### src/hw/vfp_pkg.sv
// Shared constants, widths and bundles for the vector/FP commit path; referenced by scoped name
`default_nettype none

package vfp_pkg;

   // Load queue geometry
   localparam int LQ_DEPTH = 8;
   localparam int LQ_ID_W  = 3;

   // Largest register group one instruction can write
   localparam int LMUL_MAX = 8;

   // Scalar write-back width
   localparam int XDATA_W  = 64;

   // Memory request id, low LQ_ID_W bits are the queue index
   localparam int REQ_ID_W = 12;

   typedef logic [LQ_ID_W-1:0]  lq_id_t;
   typedef logic [REQ_ID_W-1:0] req_id_t;
   typedef logic [4:0]          fflags_t;
   typedef logic [LMUL_MAX-1:0] lmul_mask_t;
   typedef logic [2:0]          mem_size_t;

   // Integer or FP register write-back
   typedef struct packed {
      logic               valid;
      logic [XDATA_W-1:0] data;
   } scalar_wb_s;

   // Decoder side of the load queue
   typedef struct packed {
      logic   alloc;
      logic   done;
      lq_id_t nxt_id;
   } lq_alloc_s;

   // Retire status that goes with the wide commit data
   typedef struct packed {
      logic       valid;
      lmul_mask_t mask;
      fflags_t    fflags;
   } commit_status_s;

   // Response returned locally for a load with no enabled bytes
   typedef struct packed {
      logic    valid;
      req_id_t id;
   } synth_resp_s;

endpackage

`default_nettype wire

### src/hw/vfp_lq_last_tracker.sv
// Load-queue "last micro-op" flag table with the retire read pointer, read at head and request
`timescale 1ns/1ps
`default_nettype none

module vfp_lq_last_tracker (
   input  wire                   i_clk,
   input  wire                   i_reset,

   // Allocation and done from the decoder
   input  vfp_pkg::lq_alloc_s    i_lq_alloc,

   // Retirement of the head entry
   input  wire                   i_lq_commit,

   // Queue index of the outgoing memory request
   input  vfp_pkg::lq_id_t       i_req_lqid,

   output logic                  o_head_last,
   output logic                  o_req_last
);

   // One flag per entry, set when the entry closes its instruction
   logic [vfp_pkg::LQ_DEPTH-1:0] lq_last;

   // Head of the queue as seen by retirement
   vfp_pkg::lq_id_t              lq_rd_ptr;

   // Entry taken by the most recent alloc
   vfp_pkg::lq_id_t              alloc_id_r;

   always_ff @(posedge i_clk, posedge i_reset) begin
      if (i_reset) begin
         lq_rd_ptr <= '0;
      end else if (i_lq_commit) begin
         // Wraps at the queue depth
         lq_rd_ptr <= vfp_pkg::lq_id_t'(lq_rd_ptr + 1'b1);
      end
   end

   always_ff @(posedge i_clk, posedge i_reset) begin
      if (i_reset) begin
         lq_last    <= '0;
         alloc_id_r <= '0;
      end else begin
         if (i_lq_alloc.alloc) begin
            lq_last[i_lq_alloc.nxt_id] <= i_lq_alloc.done;
            alloc_id_r                 <= i_lq_alloc.nxt_id;
         end else if (i_lq_alloc.done) begin
            // Late done marks the entry allocated earlier
            lq_last[alloc_id_r] <= 1'b1;
         end
      end
   end

   assign o_head_last = lq_last[lq_rd_ptr];
   assign o_req_last  = lq_last[i_req_lqid];

endmodule

`default_nettype wire

### config.mk
export PLATFORM = sky130hd
export DESIGN_NAME = vfp_lq_last_tracker
export DESIGN_NICKNAME = d
export VERILOG_FILES = /design/src/hw/vfp_pkg.sv /design/src/hw/vfp_lq_last_tracker.sv
export SDC_FILE = /design/constraint.sdc
export NUM_CORES = 1
export LEC_CHECK = 0
export ABC_AREA = 0
export CORE_MARGIN = 2
export CORE_UTILIZATION = 41
export DETAILED_ROUTE_END_ITERATION = 10
export DONT_BUFFER_PORTS = 1
export PLACE_DENSITY = 0.59
export SETUP_SLACK_MARGIN = 0.1
export SLEW_MARGIN = 5
export SYNTH_ARGS = -nofsm -noshare
export SYNTH_HDL_FRONTEND = slang
export SYNTH_SLANG_ARGS = --single-unit
### constraint.sdc
create_clock -name i_clk -period 1.5 [get_ports i_clk]
set_input_delay 0.075 -clock i_clk [delete_from_list [all_inputs] [get_ports i_clk]]
set_output_delay 0.075 -clock i_clk [all_outputs]
set_load 0.005 [all_outputs]
Word level (Yosys, flattened, before mapping). Cells that the tools add are included.

Register bits after elaboration: 14. Output and inout bits: 2. Input bits: 11. Logic and storage cells: 25.

Bitwise operators: 1. Order comparisons: 6. Muxes and demuxes: 11. Reductions and logical operators: 3. $add $sub $neg: 1.

Operators with widths (count): < comparator 3 x 4 -> 1 bit (second input constant) (4); 2-to-1 mux 8 bit (2); bitwise mux 8 bit (1); OR 8 bit (1); binary-select mux 1 bit (select 3 bit) (2); demux 1 bit (select 3 bit) (2); greater-or-equal comparator 3 x 1 -> 1 bit (second input constant) (2); 2-to-1 mux 1 bit (4); adder 3 x 1 -> 3 bit (second input constant) (1); logical AND 1 bit (2); nonzero test 2 bit (1).

Depth between registers and ports, before layout. Gate-level depths: netlist (run 1).

Depth after elaboration: 7. Depth in mapped cells: 4. Depth with buffers taken out: 3.

Worst setup path before layout (run 1). No wires, ideal clock.

Path type: reg-to-output. Start: register lq_rd_ptr[0]. End: output o_head_last. Cell stages (with the launch flop): 3. Data required time: 1425 ps. Buffers on the path: 0. Setup slack: 230 ps. Arrival: 1195 ps. Cells stage by stage: dfrtp_1 mux4_1 mux2_4.

Word-level cells in the longest chain between the ends: 2.

RTL lines: start: declaration (line vfp_lq_last_tracker.sv:26) `vfp_pkg::lq_id_t lq_rd_ptr;`; start signal: assignment (line vfp_lq_last_tracker.sv:36) `lq_rd_ptr <= vfp_pkg::lq_id_t'(lq_rd_ptr + 1'b1);`; binary-select mux 1 bit (select 3 bit) (line vfp_lq_last_tracker.sv:55) `assign o_head_last = lq_last[lq_rd_ptr];`; 2-to-1 mux 1 bit (not written as such) (line vfp_lq_last_tracker.sv:55); end: declaration (line vfp_lq_last_tracker.sv:18) `output logic o_head_last,`.

No other way between the ends. The select of a mux whose other input is x is not followed.

Final worst setup path (run 1).
Start: register lq_last[3] (netlist name). End: output o_head_last.

Word-level cells in the longest chain between the ends: 2.

RTL lines: start: declaration (line vfp_lq_last_tracker.sv:23) `logic [vfp_pkg::LQ_DEPTH-1:0] lq_last;`; start signal: indexed assignment (line vfp_lq_last_tracker.sv:46) `lq_last[i_lq_alloc.nxt_id] <= i_lq_alloc.done;`; binary-select mux 1 bit (select 3 bit) (line vfp_lq_last_tracker.sv:55); 2-to-1 mux 1 bit (not written as such) (line vfp_lq_last_tracker.sv:55).

No other way between the ends. The select of a mux whose other input is x is not followed.

==> metrics.txt, run 1 <==
Worst-path clk slew=0.08 ns; number of flops mapped to enable cells by yosys=0; Max clock buf depth=2; Slew @ Worst Pin=0.543 ns; clock sink count=14; Initial Util=44.9%; Final setup viols=2; largest net degree at the start of global routing=15; H-tree depth=1; total CTS buffers=3; Syn Area/Cell=13.3 um2; crit path DAT=1.44 ns; CP Capture Type=primary output; io pins=13; Worst Reg-to-Reg Cells=3; failing checks=setup timing; Chip Width=48.2 um; Synth top cells by count=14 x dfrtp_1, 5 x mux2_2, 5 x mux2i_1, 4 x o21ai_0, 4 x o31ai_1; crit-path max FO=3; number of DRC markers in iteration 0=11; FFs w/ async S/R, synth=100%; vias per inst=5.78; Tmin final=1.52 ns; Clock Latency Late Sink=0.28 ns; Synth Area in Compound Gates=9.53%; Tot GR Track Use=16.5%; reg-to-reg setup timing slack=0.31 ns; status=complete, but fails checks; P_leak=0.385 nW; Startpoint Class=register; number of synthesized register bits=14; Post-Synth XOR/XNOR Area=2.19%; mux cell area share after synthesis=27.3%; Pwr Density=1350 nW/um2; drt wl/cell=16.2 um; cell with the most instances after synthesis=dfrtp_1; Worst EP required=1.42 ns; grt total ovfl=0; non-filler cells, final=98; IO Port Bufs=0; vias in the first global route=557; synthesized-area fraction occupied by adder cells=1.56%; Syn Nets=72; ratio of cells with drive above 1 in the final layout=24.7%; vias=566; Min-Delay Path Class=in2reg; core area=1780 um2; Mapped Cells=60; n_diodes=0; Worst Setup EP=o_head_last; post-layout net count=86; row cnt=15; antenna violations before repair=0; Total Wirelength=1590 um; final worst path period share=101%; Fin Clk Skew=0.00171 ns; RR Endpoint=lq_rd_ptr[1]$_DFFE_PP0P_; Final Util=53.5%; die footprint=2320 um2; Final Hold Violating Endpoints=0; max-slew violations=0; final worst slack=-0.0175 ns; library cells used by synthesis=23; Synth area leaders=dfrtp_1 44%, mux2_2 7.0%, mux4_1 6.6%, mux2i_1 6.3%, mux4_2 5.6%; Max-Cap Viols=0; drt pass-1 iters=4; Clock Root Buffer=clkbuf_4; fmax=659 MHz; Die Span Y=48.2 um; cell taking the most area after synthesis=dfrtp_1; R2R Path Start=lq_rd_ptr[0]$_DFFE_PP0P_; Final ANT Viol Nets=0; Area growth syn-to-layout=19.2%; CP Class=reg2out; CTS tree=yes; largest family of logic cells by synthesized area=multiplexers; Mapped Area=801 um2; critical path launch point=lq_last[3]$_DFFE_PP0P_; Placed Instances=83; top cell type's share of synthesized area=43.8%; Relative slew margins=63.8%; HPWL Detailed=1070 um; RSZ-0062 raised after global routing=true; GPL Wtd Cong=0.759; ys flop type=dfrtp_1; yosys warns=0; VDD IR max=0.748 mV; first-pass GRT wire length=2530 um; Post-route DRC=0; Simple-Gate Fraction of Synth Area=13.9%; sequential area share after synthesis=43.8%
## kinds of logic (layout without fill, tap and decap cells)
| kind of cell | count (synthesis) | count (layout) |
|---|---|---|
| muxes | 15 | 15 |
| DFF | 14 | 14 |
| and+or+nand+nor | 14 | 14 |
| AOI/OAI and AO/OA | 11 | 11 |
| buffers and inverters | 3 | 16 |
| xor gates and xnor gates | 2 | 2 |
| adders and majority gates | 1 | 1 |
## power by group
group          leakage (nW)  total, W  internal, W  switching (W)
sequential            0.161  0.000581     0.000486      0.0000945
clock                0.0210  0.000274     0.000148       0.000126
combinational         0.204  0.000437     0.000303       0.000135
## routing by layer
layer	up-vias	GRT usage (%)	part of all wire [%]	wire, um
met1	284	20.6	47	747
met2	14	26.3	47	741
met5	-	0	0	0
met4	0	4.86	0.88	14
met3	2	6.67	5.5	87
li1	266	-	-	-
## cell type report
class | instances | area, um2
timing repair buffer | 11 | 100
clock buffer | 4 | 36.3
fill | 160 | 828
inverter | 1 | 3.75
sequential | 14 | 350
multi-input combinational | 43 | 433
tap | 25 | 31.3
## worst max-delay path, stage by stage (launching register included)
cell and delay [ns]:
dfrtp_1 0.41, mux4_2 0.47, mux2_4 0.28
## placed cells by master (no fill, tap or decap), types with 2 or more instances in the layout
cell           count
dfrtp_1           14
dlygate4sd3_1      7
mux2i_1            5
o31ai_1            4
o21ai_0            4
mux4_2             4
mux2_2             4
buf_4              4
a22o_1             3
nand4b_1           3
clkbuf_4           3
nand2_1            2
nand4bb_1          2
nand2b_1           2
mux2_4             2
## state kept, by name (all words and copies together) (netlist names)
register / cells
alloc_id_r: 3
lq_rd_ptr: 3
lq_last: 8
## metrics by stage
stage	instance area, um2	TNS, ns	worst slack, ns	hold slack [ns]	power [W]
after floorplan	801	0	0.230	-0.0358	0.000873
after global placement	822	0	0.211	0.0429	0.000926
after detailed placement	822	0	0.187	0.0385	0.000934
after CTS	955	-0.0584	-0.0330	0.0260	0.00131
after global routing	955	-0.133	-0.0676	0.0227	0.00138
final	955	-0.0309	-0.0175	0.0325	0.00129
## what timing repair did
action,4_1_cts,5_1_grt
hold endpoints to repair,28,0
cloned,0,0
hold buffers,7,0
buffers inserted,4,0
endpoints found under the setup margin,2,2
gates resized for setup,3,0
## how the worst min path moves through the flow
| stage | depth (start not counted) | startpoint | slack [ns] | end |
|---|---|---|---|---|
| CTS | 3 | i_lq_alloc[4] | 0.03 | lq_last[7]$_DFFE_PP0P_ |
| floorplan | 1 | i_reset | -0.04 | alloc_id_r[0]$_DFFE_PP0P_ |
| global route | 3 | i_lq_alloc[4] | 0.02 | lq_last[7]$_DFFE_PP0P_ |
| global placement | 1 | i_reset | 0.04 | lq_last[0]$_DFFE_PP0P_ |
| finish | 2 | i_lq_alloc[3] | 0.03 | lq_last[0]$_DFFE_PP0P_ |
| detailed placement | 1 | i_reset | 0.04 | lq_last[3]$_DFFE_PP0P_ |
No activity file was read; power rests on OpenSTA's default activity.
==> inputs of run 2 (changes only) <==
Settings changed: SKIP_CTS_REPAIR_TIMING set to 1.
==> run 2 against run 1 <==
  * The run still ends with setup timing left
  * Sequential cell count is the same
  * Die area stayed put
  * Clock power is essentially flat
  * Clock skew increased by 0.0026 ns
  * Worst hold slack worse by 0.0041 ns
  * Wire length shrank 1.3%
  * Design area down 1.6%
  * Power is 1.5% lower
  * Combinational power down 8.9%
  * Register-to-register slack worse by 0.03 ns
  * Highest routed layer unchanged
==> metrics.txt, run 2 (synthesis gave the netlist of run 1 again) <==
total of fill cells in the finished design=165 (+3.1%); IO Port Bufs=0 (unchanged); Tot GR Track Use=15.1% (-1.5 points); status=complete, but fails checks; Final setup viols=2 (unchanged); Fin Clk Skew=0.00436 ns (+0.00265 ns); largest net degree at the start of global routing=17 (+2); clock sink count=14 (unchanged); critical-path cell list=mux4_2, mux2_4; Tmin final=1.58 ns (+0.0673 ns); Seq. cell area=350 um2 (unchanged); CTS tree=yes; Slew @ Worst Pin=0.542 ns (-0.00119 ns); die footprint=2320 um2 (unchanged); VDD IR max=0.783 mV (+4.6%); Slowest cell on crit path=mux4_2; area of the multi-input gates=433 um2 (unchanged); Setup WS pre-CTS=0.187 ns (unchanged); number of DRC markers in iteration 0=8 (-3); most frequent cells in the layout=14 x dfrtp_1, 7 x dlygate4sd3_1, 5 x mux2i_1; row cnt=15 (unchanged); Min-Delay Path Class=in2reg; drt pass-1 iters=4 (unchanged); Max clock buf depth=2 (unchanged); vias=559 (-1.2%); Reg power frac=47.0% (+2.1 points); crit-path max FO=4 (+1); global-route track usage on met1=19.7% (-0.93 points); final setup TNS=-0.100 ns (-0.0691 ns); post-layout net count=84 (-2.3%); Tot Pwr=0.00127 W (-1.5%); max-slew violations=0 (unchanged); n_diodes=0 (unchanged); ratio of cells with drive above 1 in the final layout=22.5% (-2.1 points); vias per inst=5.82 (+0.82%); io pins=13 (unchanged); P_leak=0.376 nW (-2.5%); CP Capture Type=primary output; top flop regs=lq_last (8), alloc_id_r (3), lq_rd_ptr (3); switching power total=0.000354 W (-0.28%); switching share of power=27.8% (+0.33 points); Area growth syn-to-layout=17.3%; Cell Int Power=0.000919 W (-1.9%); total CTS buffers=3 (unchanged); M2 GR Usage=22.4% (-3.9 points); HPWL Detailed=1070 um (unchanged); Final Util=52.7% (-0.84 points); Pwr Density=1350 nW/um2 (+0.11%); final hold slack=0.0284 ns (-0.00411 ns); GR peak layer=met2; commonest non-fill, non-tap cell in the layout=dfrtp_1; Max-Cap Viols=0 (unchanged); Die Span Y=48.2 um (unchanged); H-tree depth=1 (unchanged); Clock Root Buffer=clkbuf_4; Post-route DRC=0 (unchanged); Total Wirelength=1570 um (-1.3%); Top reg by flops=lq_last; failing checks=setup timing; vias in the first global route=482 (-13%); antenna violations before repair=0 (unchanged); drt wl/cell=16.3 um (+0.74%); max FFs per register=8 (unchanged); Worst EP required=1.42 ns (about the same); Startpoint Class=register; clock network power share=21.7% (+0.5 points); Chip Width=48.2 um (unchanged); final worst path period share=106% (+4.5 points); Final ANT Viol Nets=0 (unchanged); final worst slack=-0.0848 ns (-0.0673 ns); core area=1780 um2 (unchanged); first-pass GRT wire length=2280 um (-9.8%); crit path DAT=1.51 ns (+0.07 ns); RSZ-0062 raised after global routing=true; grt total ovfl=0 (unchanged); Initial Util=44.9% (unchanged); Logic pwr share=31.3% (-2.6 points); met3 Use GR=6.67% (unchanged); Worst-path clk slew=0.09 ns (about the same); CP max stage delay=0.52 ns (+0.05 ns); fmax=631 MHz (-4.2%); Clock Latency Late Sink=0.29 ns (about the same); Final Hold Violating Endpoints=0 (unchanged); CP Class=reg2out; GPL Wtd Cong=0.759 (unchanged); Relative slew margins=63.9% (+0.079 points)
-- run 2: worst paths after layout --
path / startpoint / depth (start not counted) / to / slack (ns)
setup / recovery: lq_rd_ptr[0]$_DFFE_PP0P_ / 2 / o_head_last / -0.08
hold / removal: i_lq_alloc[3] / 2 / lq_last[0]$_DFFE_PP0P_ / 0.03
max in group asynchronous: i_reset / 2 / lq_last[6]$_DFFE_PP0P_ / 0.88
hold reg to reg: lq_rd_ptr[2]$_DFFE_PP0P_ / 1 / lq_rd_ptr[2]$_DFFE_PP0P_ / 0.50
min in group asynchronous: i_reset / 2 / lq_last[3]$_DFFE_PP0P_ / 0.26
setup reg to reg: lq_rd_ptr[0]$_DFFE_PP0P_ / 3 / lq_rd_ptr[1]$_DFFE_PP0P_ / 0.28
-- run 2: final cells by class --
class	count	share of cell area, %
multi-input combinational	43	46.1
sequential	14	37.3
timing repair buffer	9	9.05
clock buffer	4	3.86
tap	25	3.33
inverter	1	0.399
-- run 2: critical path: cells and delay by family (launching register included) --
kind	cells	cell delay, ns
DFF	1	0.43
muxes	2	0.79
-- run 2: power groups by stage --
stage | sequential (W) | clock (W) | combinational (W)
6_report | 0.000598 | 0.000277 | 0.000398
5_1_grt | 0.000613 | 0.000303 | 0.000432
2_1_floorplan | 0.000567 | 0 | 0.000306
3_5_place_dp | 0.000605 | 0 | 0.000329
4_1_cts | 0.000597 | 0.000284 | 0.000330
3_3_place_gp | 0.000603 | 0 | 0.000323
-- run 2: routing by layer --
layer  routed length [um]  share of wire, %
met4                   14              0.89
met5                    0                 0
met1                  747                48
met2                  728                46
met3                   78               5.0
-- run 2: stage by stage --
stage               area (um2)  cells
floorplan                  801     60
global placement           822     83
detailed placement         822     83
CTS                        858     87
global route               940     96
finish                     940     96
