$ cat config.mk
export PLATFORM = sky130hd
export DESIGN_NAME = vfp_mem_req_filter
export DESIGN_NICKNAME = d
export VERILOG_FILES = /design/src/hw/vfp_pkg.sv /design/src/hw/vfp_mem_req_filter.sv
export SDC_FILE = /design/constraint.sdc
export NUM_CORES = 1
export LEC_CHECK = 0
export BUFFER_PORTS_ARGS = -buffer_cell sky130_fd_sc_hd__buf_2
export CORE_UTILIZATION = 32
export CTS_CLUSTER_SIZE = 14
export DETAILED_ROUTE_END_ITERATION = 10
export PLACE_DENSITY_LB_ADDON = 0.3
export SLEW_MARGIN = 10
export SYNTH_ARGS = -nofsm -noshare
export SYNTH_HDL_FRONTEND = slang
export SYNTH_SLANG_ARGS = --single-unit
$ cat constraint.sdc
create_clock -name i_clk -period 2.1 [get_ports i_clk]
set_input_delay 0.42 -clock i_clk [delete_from_list [all_inputs] [get_ports i_clk]]
set_output_delay 0.42 -clock i_clk [all_outputs]
set_load 0.005 [all_outputs]
$ cat src/hw/vfp_pkg.sv
// Shared constants, widths and bundles for the vector/FP commit path; referenced by scoped name
`default_nettype none

package vfp_pkg;

   // Load queue geometry
   localparam int LQ_DEPTH = 8;
   localparam int LQ_ID_W  = 3;

   // Largest register group one instruction can write
   localparam int LMUL_MAX = 8;

   // Scalar write-back width
   localparam int XDATA_W  = 64;

   // Memory request id, low LQ_ID_W bits are the queue index
   localparam int REQ_ID_W = 12;

   typedef logic [LQ_ID_W-1:0]  lq_id_t;
   typedef logic [REQ_ID_W-1:0] req_id_t;
   typedef logic [4:0]          fflags_t;
   typedef logic [LMUL_MAX-1:0] lmul_mask_t;
   typedef logic [2:0]          mem_size_t;

   // Integer or FP register write-back
   typedef struct packed {
      logic               valid;
      logic [XDATA_W-1:0] data;
   } scalar_wb_s;

   // Decoder side of the load queue
   typedef struct packed {
      logic   alloc;
      logic   done;
      lq_id_t nxt_id;
   } lq_alloc_s;

   // Retire status that goes with the wide commit data
   typedef struct packed {
      logic       valid;
      lmul_mask_t mask;
      fflags_t    fflags;
   } commit_status_s;

   // Response returned locally for a load with no enabled bytes
   typedef struct packed {
      logic    valid;
      req_id_t id;
   } synth_resp_s;

endpackage

`default_nettype wire

$ cat src/hw/vfp_mem_req_filter.sv
// Drops zero-byte loads from the memory request, qualifies the last flag and answers them locally
`timescale 1ns/1ps
`default_nettype none

module vfp_mem_req_filter #(
   parameter int VLEN = 256
) (
   input  wire                    i_clk,
   input  wire                    i_reset,

   // Request as issued by the load queue
   input  wire                    i_data_req_prequal,
   input  wire                    i_mem_load,
   input  wire [VLEN/8-1:0]       i_data_byten,
   input  vfp_pkg::req_id_t       i_data_req_id,
   input  wire                    i_data_req_rtr,
   input  wire                    i_mem_last_raw,

   // Last flag of the request's queue entry
   input  wire                    i_req_last,

   output logic                   o_data_req,
   output logic                   o_mem_last,
   output vfp_pkg::synth_resp_s   o_synth_resp
);

   logic              zero_byte_load;
   logic              synth_fire;
   logic              synth_vld;
   vfp_pkg::req_id_t  synth_id;

   // A load with nothing enabled never goes to memory
   assign zero_byte_load = i_mem_load && ~|i_data_byten;
   assign synth_fire     = i_data_req_prequal && i_data_req_rtr && zero_byte_load;

   assign o_data_req = i_data_req_prequal && !zero_byte_load;
   assign o_mem_last = i_mem_last_raw && i_req_last;

   always_ff @(posedge i_clk, posedge i_reset) begin
      if (i_reset) begin
         synth_vld <= 1'b0;
      end else begin
         synth_vld <= synth_fire;
      end
   end

   always_ff @(posedge i_clk) begin
      if (synth_fire) begin
         synth_id <= i_data_req_id;
      end
   end

   // One cycle after acceptance
   assign o_synth_resp.valid = synth_vld;
   assign o_synth_resp.id    = synth_id;

endmodule

`default_nettype wire

# Yosys cells after proc, flatten, opt, wreduce, memory -nomap -nowiden
# Index checks and enable logic that the tools add are counted.
# W data, S select, Z words.
[totals]
in_bits = 51
output_inout_bits = 15
reg_bits = 13
word_cells = 10
[op_classes]
n_reduce_logical = 8
[ops]
columns = ["operator", "count"]
rows = [
  ["$reduce_or A32 Y1", 1],
  ["$logic_and A1 B1 Y1", 5],
  ["$logic_not A1 Y1", 2],
]

# Logic depth before layout (Yosys ltp)
# Gate-level depths: netlist of the first run.
[logic_depth]
depth_word = 5
ltp_mapped = 3
depth_no_buf = 3

# Least setup slack after synthesis of the first run
# No wires, ideal clock.
[synth_path]
path_kind = "input port to flip-flop"
from = "input port i_data_byten[3]"
to = "register synth_id[0] (enable)"
setup_time_ns = 0.391
path_buffers = 0
setup_slack_ns = -0.005
t_required_ns = 1.709
arrival_ns = 1.713
stages = 3
path_cell_list = "nor4_1 -> nand4_1 -> nor4_2"
[synth_via]
elab_chain_cells = 4
[synth_lines]
columns = ["element", "line", "source"]
rows = [
  ["start, declared", "vfp_mem_req_filter.sv:14", "input wire [VLEN/8-1:0] i_data_byten,"],
  ["$reduce_or A32 Y1", "vfp_mem_req_filter.sv:33", "assign zero_byte_load = i_mem_load && ~|i_data_byten;"],
  ["$logic_not A1 Y1", "vfp_mem_req_filter.sv:33", ""],
  ["$logic_and A1 B1 Y1", "vfp_mem_req_filter.sv:33", ""],
  ["$logic_and A1 B1 Y1", "vfp_mem_req_filter.sv:34", "assign synth_fire = i_data_req_prequal && i_data_req_rtr && zero_byte_load;"],
  ["net synth_fire", "vfp_mem_req_filter.sv:28", "logic synth_fire;"],
  ["end signal, assigned", "vfp_mem_req_filter.sv:49", "synth_id <= i_data_req_id;"],
  ["end, declared", "vfp_mem_req_filter.sv:30", "vfp_pkg::req_id_t synth_id;"],
]
# The timed path passes the listed nets, and every way through them passes these cells.
# A chain may end at the register's enable or synchronous reset.

# Worst setup path in the final report of the first run
[layout_path]
from = "input port i_data_byten[3]"
to = "output port o_data_req"
[layout_via]
elab_chain_cells = 5
[layout_lines]
columns = ["element", "line", "source"]
rows = [
  ["$reduce_or A32 Y1", "vfp_mem_req_filter.sv:33", ""],
  ["$logic_not A1 Y1", "vfp_mem_req_filter.sv:33", ""],
  ["$logic_and A1 B1 Y1", "vfp_mem_req_filter.sv:33", ""],
  ["$logic_not A1 Y1", "vfp_mem_req_filter.sv:36", "assign o_data_req = i_data_req_prequal && !zero_byte_load;"],
  ["$logic_and A1 B1 Y1", "vfp_mem_req_filter.sv:36", ""],
  ["end, declared", "vfp_mem_req_filter.sv:22", "output logic o_data_req,"],
]
# No other way between the ends.

==> results of run 1 <==
## kinds of logic after synthesis
| family | synth area share, % |
|---|---|
| and+or+nand+nor | 19.4 |
| DFF | 76.6 |
| buffers and inverters | 2.24 |
| AOI/OAI and AO/OA | 1.74 |
## cell type report
| type | instances | area, µm² | area share, % |
|---|---|---|---|
| Timing Repair Buffer | 67 | 343 | 38.4 |
| Inverter | 1 | 3.75 | 0.421 |
| Sequential cell | 13 | 385 | 43.2 |
| Multi-Input combinational cell | 15 | 115 | 12.9 |
| Clock buffer | 4 | 26.3 | 2.95 |
| Tap cell | 15 | 18.8 | 2.10 |
## flip-flops by register name (all words and copies together), names as in the netlist
name,cells
synth_id,12
synth_vld,1
## power groups by stage
stage / logic [mW] / registers, mW / clock network (mW)
5_1_grt: 0.0629 / 0.282 / 0.165
3_3_place_gp: 0.0544 / 0.288 / 0
4_1_cts: 0.0572 / 0.282 / 0.153
2_1_floorplan: 0.00790 / 0.288 / 0
3_5_place_dp: 0.0557 / 0.288 / 0
6_report: 0.0565 / 0.282 / 0.146
## layout by cell type, fill, tap and decap left out, drive strengths merged, types with 2 or more instances in the layout
cell type  netlist  routed
buf              1      66
edfxtp          12      12
nand4            2       2
nor4             7       7
clkbuf           0       4
## what timing repair did
item / CTS / global route
hold buffers: 1 / 0
endpoints found under the hold margin: 1 / 0
endpoints found under the setup margin: 0 / 0
## cells in the mapped netlist
| library cell | n |
|---|---|
| nor4_1 | 6 |
| nand2_1 | 1 |
| edfxtp_1 | 12 |
| and2_1 | 1 |
| or3_1 | 1 |
| nor4b_2 | 1 |
| nor4_2 | 1 |
| o31a_1 | 1 |
| inv_1 | 1 |
| nand4_1 | 2 |
| dfrtp_1 | 1 |
| buf_4 | 1 |
| nor2_1 | 1 |
## stage by stage
stage	cells	hold WS [ns]	instance area [µm²]	power, mW
after CTS	115	0.317	892	0.492
final	115	0.325	892	0.485
after floorplan	30	0.149	512	0.296
after global placement	110	0.254	856	0.342
after detailed placement	110	0.255	856	0.344
after global routing	115	0.310	892	0.510
## worst min-delay path by stage
stage,from,end,slack [ns],cells past startpoint
2_1_floorplan,i_reset,synth_vld,0.15,1
3_3_place_gp,i_reset,synth_vld,0.25,2
3_5_place_dp,i_reset,synth_vld,0.25,2
4_1_cts,i_data_req_id[10],synth_id[10],0.32,1
5_1_grt,i_data_req_id[1],synth_id[1],0.31,1
6_report,i_data_req_id[9],synth_id[9],0.33,1
## per-layer routing
| metal | track usage [%] | vias to the layer above |
|---|---|---|
| li1 | - | 264 |
| met1 | 14.0 | 244 |
| met2 | 35.3 | 39 |
| met3 | 3.04 | 2 |
| met4 | 7.74 | 0 |
| met5 | 0 | - |
==> results.ini, run 1 <==
[die]
core_um2 = 1380
io_pins = 66
row_count = 13
die_x_um = 41.6
die_area_um2 = 1730
start_util_pct = 36.4
die_height_um = 41.6

[yosys]
syn-mean-instance-area_um2 = 16.8
synth_seq_area_share_pct = 76.6
yosys_warnings = 0
yosysTopAreaCell = edfxtp_1
netlist_area_um2 = 503
synthCells = 30
synth_seq_cells = 13
netlist.area_leader.share_pct = 71.6
yosys-top-cells-area = edfxtp_1, nor4_1, dfrtp_1
syn_nets = 81
yosysUniqueCellTypes = 13

[clock_network]
clk_pin_slew_ns = 0.07
cts_tree = built
cts_sinks = 13
cts.htree.levels = 1
post-cts-setup-buffers = 0
cts-root-buf = clkbuf_4
clockBufferDepth = 2
cts_buffers = 3
post_cts_resized = 0

[global_route]
grt_pass1_wl_mm = 2.13
grt_usage_pct = 16.7
grt_max_degree = 14
grt_pass1_vias = 567
antenna_found_initial = 0
grt-ovfl-total = 0

[detailed_routing]
route.met3.wl_um = 124
top_layer_used = met4
dr_total_vias = 549
routed_wl_mm = 1.32
wl_met2_um = 809
drtPass1Iterations = 2
drt-met1-wl_um = 372
drc = 0
antenna_left = 0
avgViaCountPerCell = 4.77
wl_per_cell_um = 11.5
drt_iter0_drc = 1

[sta]
fmax_mhz = 522
tightestPinTransition_ns = 0.284
drv_slew = 0
finalWorstSetupSlack_ns = 0.184
slew_headroom_pct = 80.9
setup_viol = 0
fin_crit_ns = 1.92
rsz0062_at_grt = no
fin_tns_setup_ns = 0
fin_crit_sh_pct = 91.2
hold_viol_final = 0

[worst_setup_path]
cpLargestDelayFamily = simple AND/OR/NAND/NOR gates
critPathSlowestCell = o31a_1
setup.worst_path.start_class = input pin
critPathKind = in -> out
path_buf_inv = 2
crit_top_cell = buf_2
crit_fanout = 2
slowest_delay_ns = 0.33
required_ns = 1.68
crit_chain = buf_2 > nor4_1 > nand4_1 > o31a_1 > buf_2
cp.depth = 5
cp-end-kind = output port
critPathLaunch = i_data_byten[3]
cp.arrival_ns = 1.50
cp-endpoint = o_data_req

[placement]
port_buffers = 65
hpwl_mm = 1.17
place_ws_ns = 0.165
place_congestion = 0.776

[final_layout]
antenna_cells = 0
nets = 152
nFillCells = 106
area_growth_pct = 77.4
fin_util_pct = 64.5
drive_above_1_share_pct = 71.0

[job]
max_cap_viol_count = 0

[power_and_ir_drop]
p_comb_share_pct = 11.6
intPower_mw = 0.394
powerDensity_nw_per_um2 = 544
switching_share_pct = 18.7
ir_drop_mv = 0.238
leakage_nw = 0.436
net-switching-power_mw = 0.0905
pwr-share-clk_pct = 30.2
pwr-share-seq_pct = 58.2

[status]
status = complete, no violations

[min_path]
hold_class = in -> reg

No activity file was read; power rests on OpenSTA's default activity.
==> run 2, diff against run 1 <==
- CORE_UTILIZATION: 32 -> 34
- CTS_BUF_LIST: not set -> sky130_fd_sc_hd__clkbuf_2 sky130_fd_sc_hd__clkbuf_4 sky130_fd_sc_hd__clkbuf_8
==> run 2 against run 1 <==
- sequential share of layout area shrank 0.77 points
- sequential power is essentially flat
- final area rose by 1.8%
- hold slack worse by 0.0011 ns
- die area fell by 5.6%
- final cell count unchanged
- combinational power barely moved
- clock-buffer cell count is the same
- first-iteration DRC count unchanged
- via count decreased by 4.0%
==> results.ini, run 2 (synthesis results as in run 1) <==
[status]
status = complete, no violations  ; unchanged

[sta]
tightestPinTransition_ns = 0.277  ; was 0.284 ns
fin_crit_ns = 1.91  ; was 1.92 ns
setup_viol = 0  ; unchanged
fin_crit_sh_pct = 90.8  ; was 91.2%
hold_viol_final = 0  ; unchanged
fmax_mhz = 524  ; was 522 MHz
slew_headroom_pct = 81.4  ; was 80.9%
rsz0062_at_grt = no  ; unchanged
drv_slew = 0  ; unchanged
fin_tns_setup_ns = 0  ; unchanged

[final_layout]
top_register = synth_id  ; unchanged
most-common-layout-cells = buf_2, edfxtp_1, nor4_1, clkbuf_4, nand4_1  ; unchanged
drive_above_1_share_pct = 72.0  ; was 71.0%
top_regs = synth_id: 12 flops, synth_vld: 1 flops  ; unchanged
area_growth_pct = 80.6  ; was 77.4%
largest_register_ffs = 12  ; unchanged
layout_commonest_cell = buf_2  ; unchanged
antenna_cells = 0  ; unchanged
nets = 152  ; unchanged
fin_util_pct = 68.1  ; was 64.5%
nFillCells = 107  ; was 106

[power_and_ir_drop]
net-switching-power_mw = 0.0907  ; was 0.0905 mW
p_comb_share_pct = 11.3  ; was 11.6%
pwr-share-clk_pct = 32.0  ; was 30.2%
leakage_nw = 0.443  ; was 0.436 nW
ir_drop_mv = 0.304  ; was 0.238 mV
powerDensity_nw_per_um2 = 548  ; was 544 nW/µm²
pwr-share-seq_pct = 56.7  ; was 58.2%
switching_share_pct = 18.2  ; was 18.7%
intPower_mw = 0.407  ; was 0.394 mW

[detailed_routing]
drtPass1Iterations = 2  ; unchanged
dr_total_vias = 527  ; was 549
routed_wl_mm = 1.16  ; was 1.32 mm
avgViaCountPerCell = 4.58  ; was 4.77
drt-met1-wl_um = 404  ; was 372 µm
wl_met2_um = 602  ; was 809 µm
antenna_left = 0  ; unchanged
wl_per_cell_um = 10.0  ; was 11.5 µm
route.met3.wl_um = 148  ; was 124 µm
drt_iter0_drc = 1  ; unchanged
top_layer_used = met3  ; was met4
drc = 0  ; unchanged

[global_route]
grt_usage_pct = 14.4  ; was 16.7%
grt_max_degree = 14  ; unchanged
grt-ovfl-total = 0  ; unchanged
antenna_found_initial = 0  ; unchanged
grt_pass1_vias = 395  ; was 567
grt_pass1_wl_mm = 1.44  ; was 2.13 mm

[job]
max_cap_viol_count = 0  ; unchanged

[min_path]
hold_class = in -> reg  ; unchanged
min_to = synth_id[10]  ; was synth_id[9]
min_delay_path_depth = 1  ; unchanged
hp-start = i_data_req_id[10]  ; was i_data_req_id[9]

[worst_setup_path]
required_ns = 1.68  ; about the same
crit_fanout = 2  ; unchanged
cp.arrival_ns = 1.49  ; was 1.50 ns
critPathKind = in -> out  ; unchanged
setup.worst_path.start_class = input pin  ; unchanged
cp-end-kind = output port  ; unchanged

[die]
start_util_pct = 37.7  ; was 36.4%
die_height_um = 40.5  ; was 41.6 µm
die_x_um = 40.5  ; was 41.6 µm
io_pins = 66  ; unchanged
core_um2 = 1330  ; was 1380 µm²
die_area_um2 = 1640  ; was 1730 µm²
row_count = 13  ; unchanged

[clock_network]
cts-root-buf = clkbuf_4  ; unchanged
clockBufferDepth = 2  ; unchanged
clk_pin_slew_ns = 0.07  ; about the same
cts.htree.levels = 1  ; unchanged
post-cts-setup-buffers = 0  ; unchanged
cts_tree = built  ; unchanged
cts_buffers = 3  ; unchanged
cts_sinks = 13  ; unchanged

[placement]
port_buffers = 65  ; unchanged
hpwl_um = 993  ; was 1.17 mm
place_congestion = 0.739  ; was 0.776

## run 2: cell types whose count changed in the layout (fill, tap and decap cells not counted)
| cell | change |
|---|---|
| clkbuf_4 | +1 |
| buf_12 | +1 |
| buf_4 | -1 |
| clkbuf_1 | -1 |
## run 2: metrics by stage
stage / total power [mW] / instance area [µm²] / setup slack, ns / instances / hold WS, ns
final: 0.498 / 908 / 0.193 / 115 / 0.324
after global routing: 0.525 / 908 / 0.101 / 115 / 0.298
after CTS: 0.503 / 908 / 0.187 / 115 / 0.315
after detailed placement: 0.344 / 868 / 0.193 / 110 / 0.254
after global placement: 0.342 / 868 / 0.137 / 110 / 0.255
after floorplan: 0.296 / 512 / 0.231 / 30 / 0.149
## run 2: worst max-delay path by stage
stage,endpoint,start,slack (ns),cells after the start
after floorplan,synth_id[0],i_data_byten[2],0.23,3
after global placement,o_data_req,i_data_byten[6],0.14,5
after detailed placement,o_data_req,i_data_byten[2],0.19,5
after CTS,o_data_req,i_data_byten[2],0.19,5
after global routing,o_data_req,i_data_byten[14],0.10,5
final,o_data_req,i_data_byten[2],0.19,5
## run 2: layout make-up
class / count / area (µm²) / area share, %
flip-flops and latches: 13 / 385 / 42.4
multi-input cells: 15 / 115 / 12.7
repair buffers: 67 / 355 / 39.1
clock buffers: 4 / 30.0 / 3.31
well taps: 15 / 18.8 / 2.07
inverters: 1 / 3.75 / 0.413
## run 2: per-layer routing
| metal | vias to the layer above | track usage [%] |
|---|---|---|
| li1 | 264 | - |
| met4 | 0 | 10.0 |
| met1 | 218 | 12.2 |
| met2 | 45 | 28.2 |
| met5 | - | 0 |
| met3 | 0 | 3.33 |
## run 2: timing repair
action,4_1_cts,5_1_grt
hold endpoints to repair,1,0
hold buffers,1,0
resized for setup,0,0
## run 2: power by group through the flow
stage                     clock network (mW)  registers [mW]  logic, mW
after global placement                     0           0.288     0.0544
after floorplan                            0           0.288    0.00790
final                                  0.159           0.282     0.0564
after detailed placement                   0           0.288     0.0556
after CTS                              0.164           0.282     0.0571
after global routing                   0.181           0.282     0.0621
## run 2: critical path, stage by stage
cell     delay [ns]
buf_2          0.10
nor4_1         0.29
nand4_1        0.22
o31a_1         0.33
buf_2          0.12
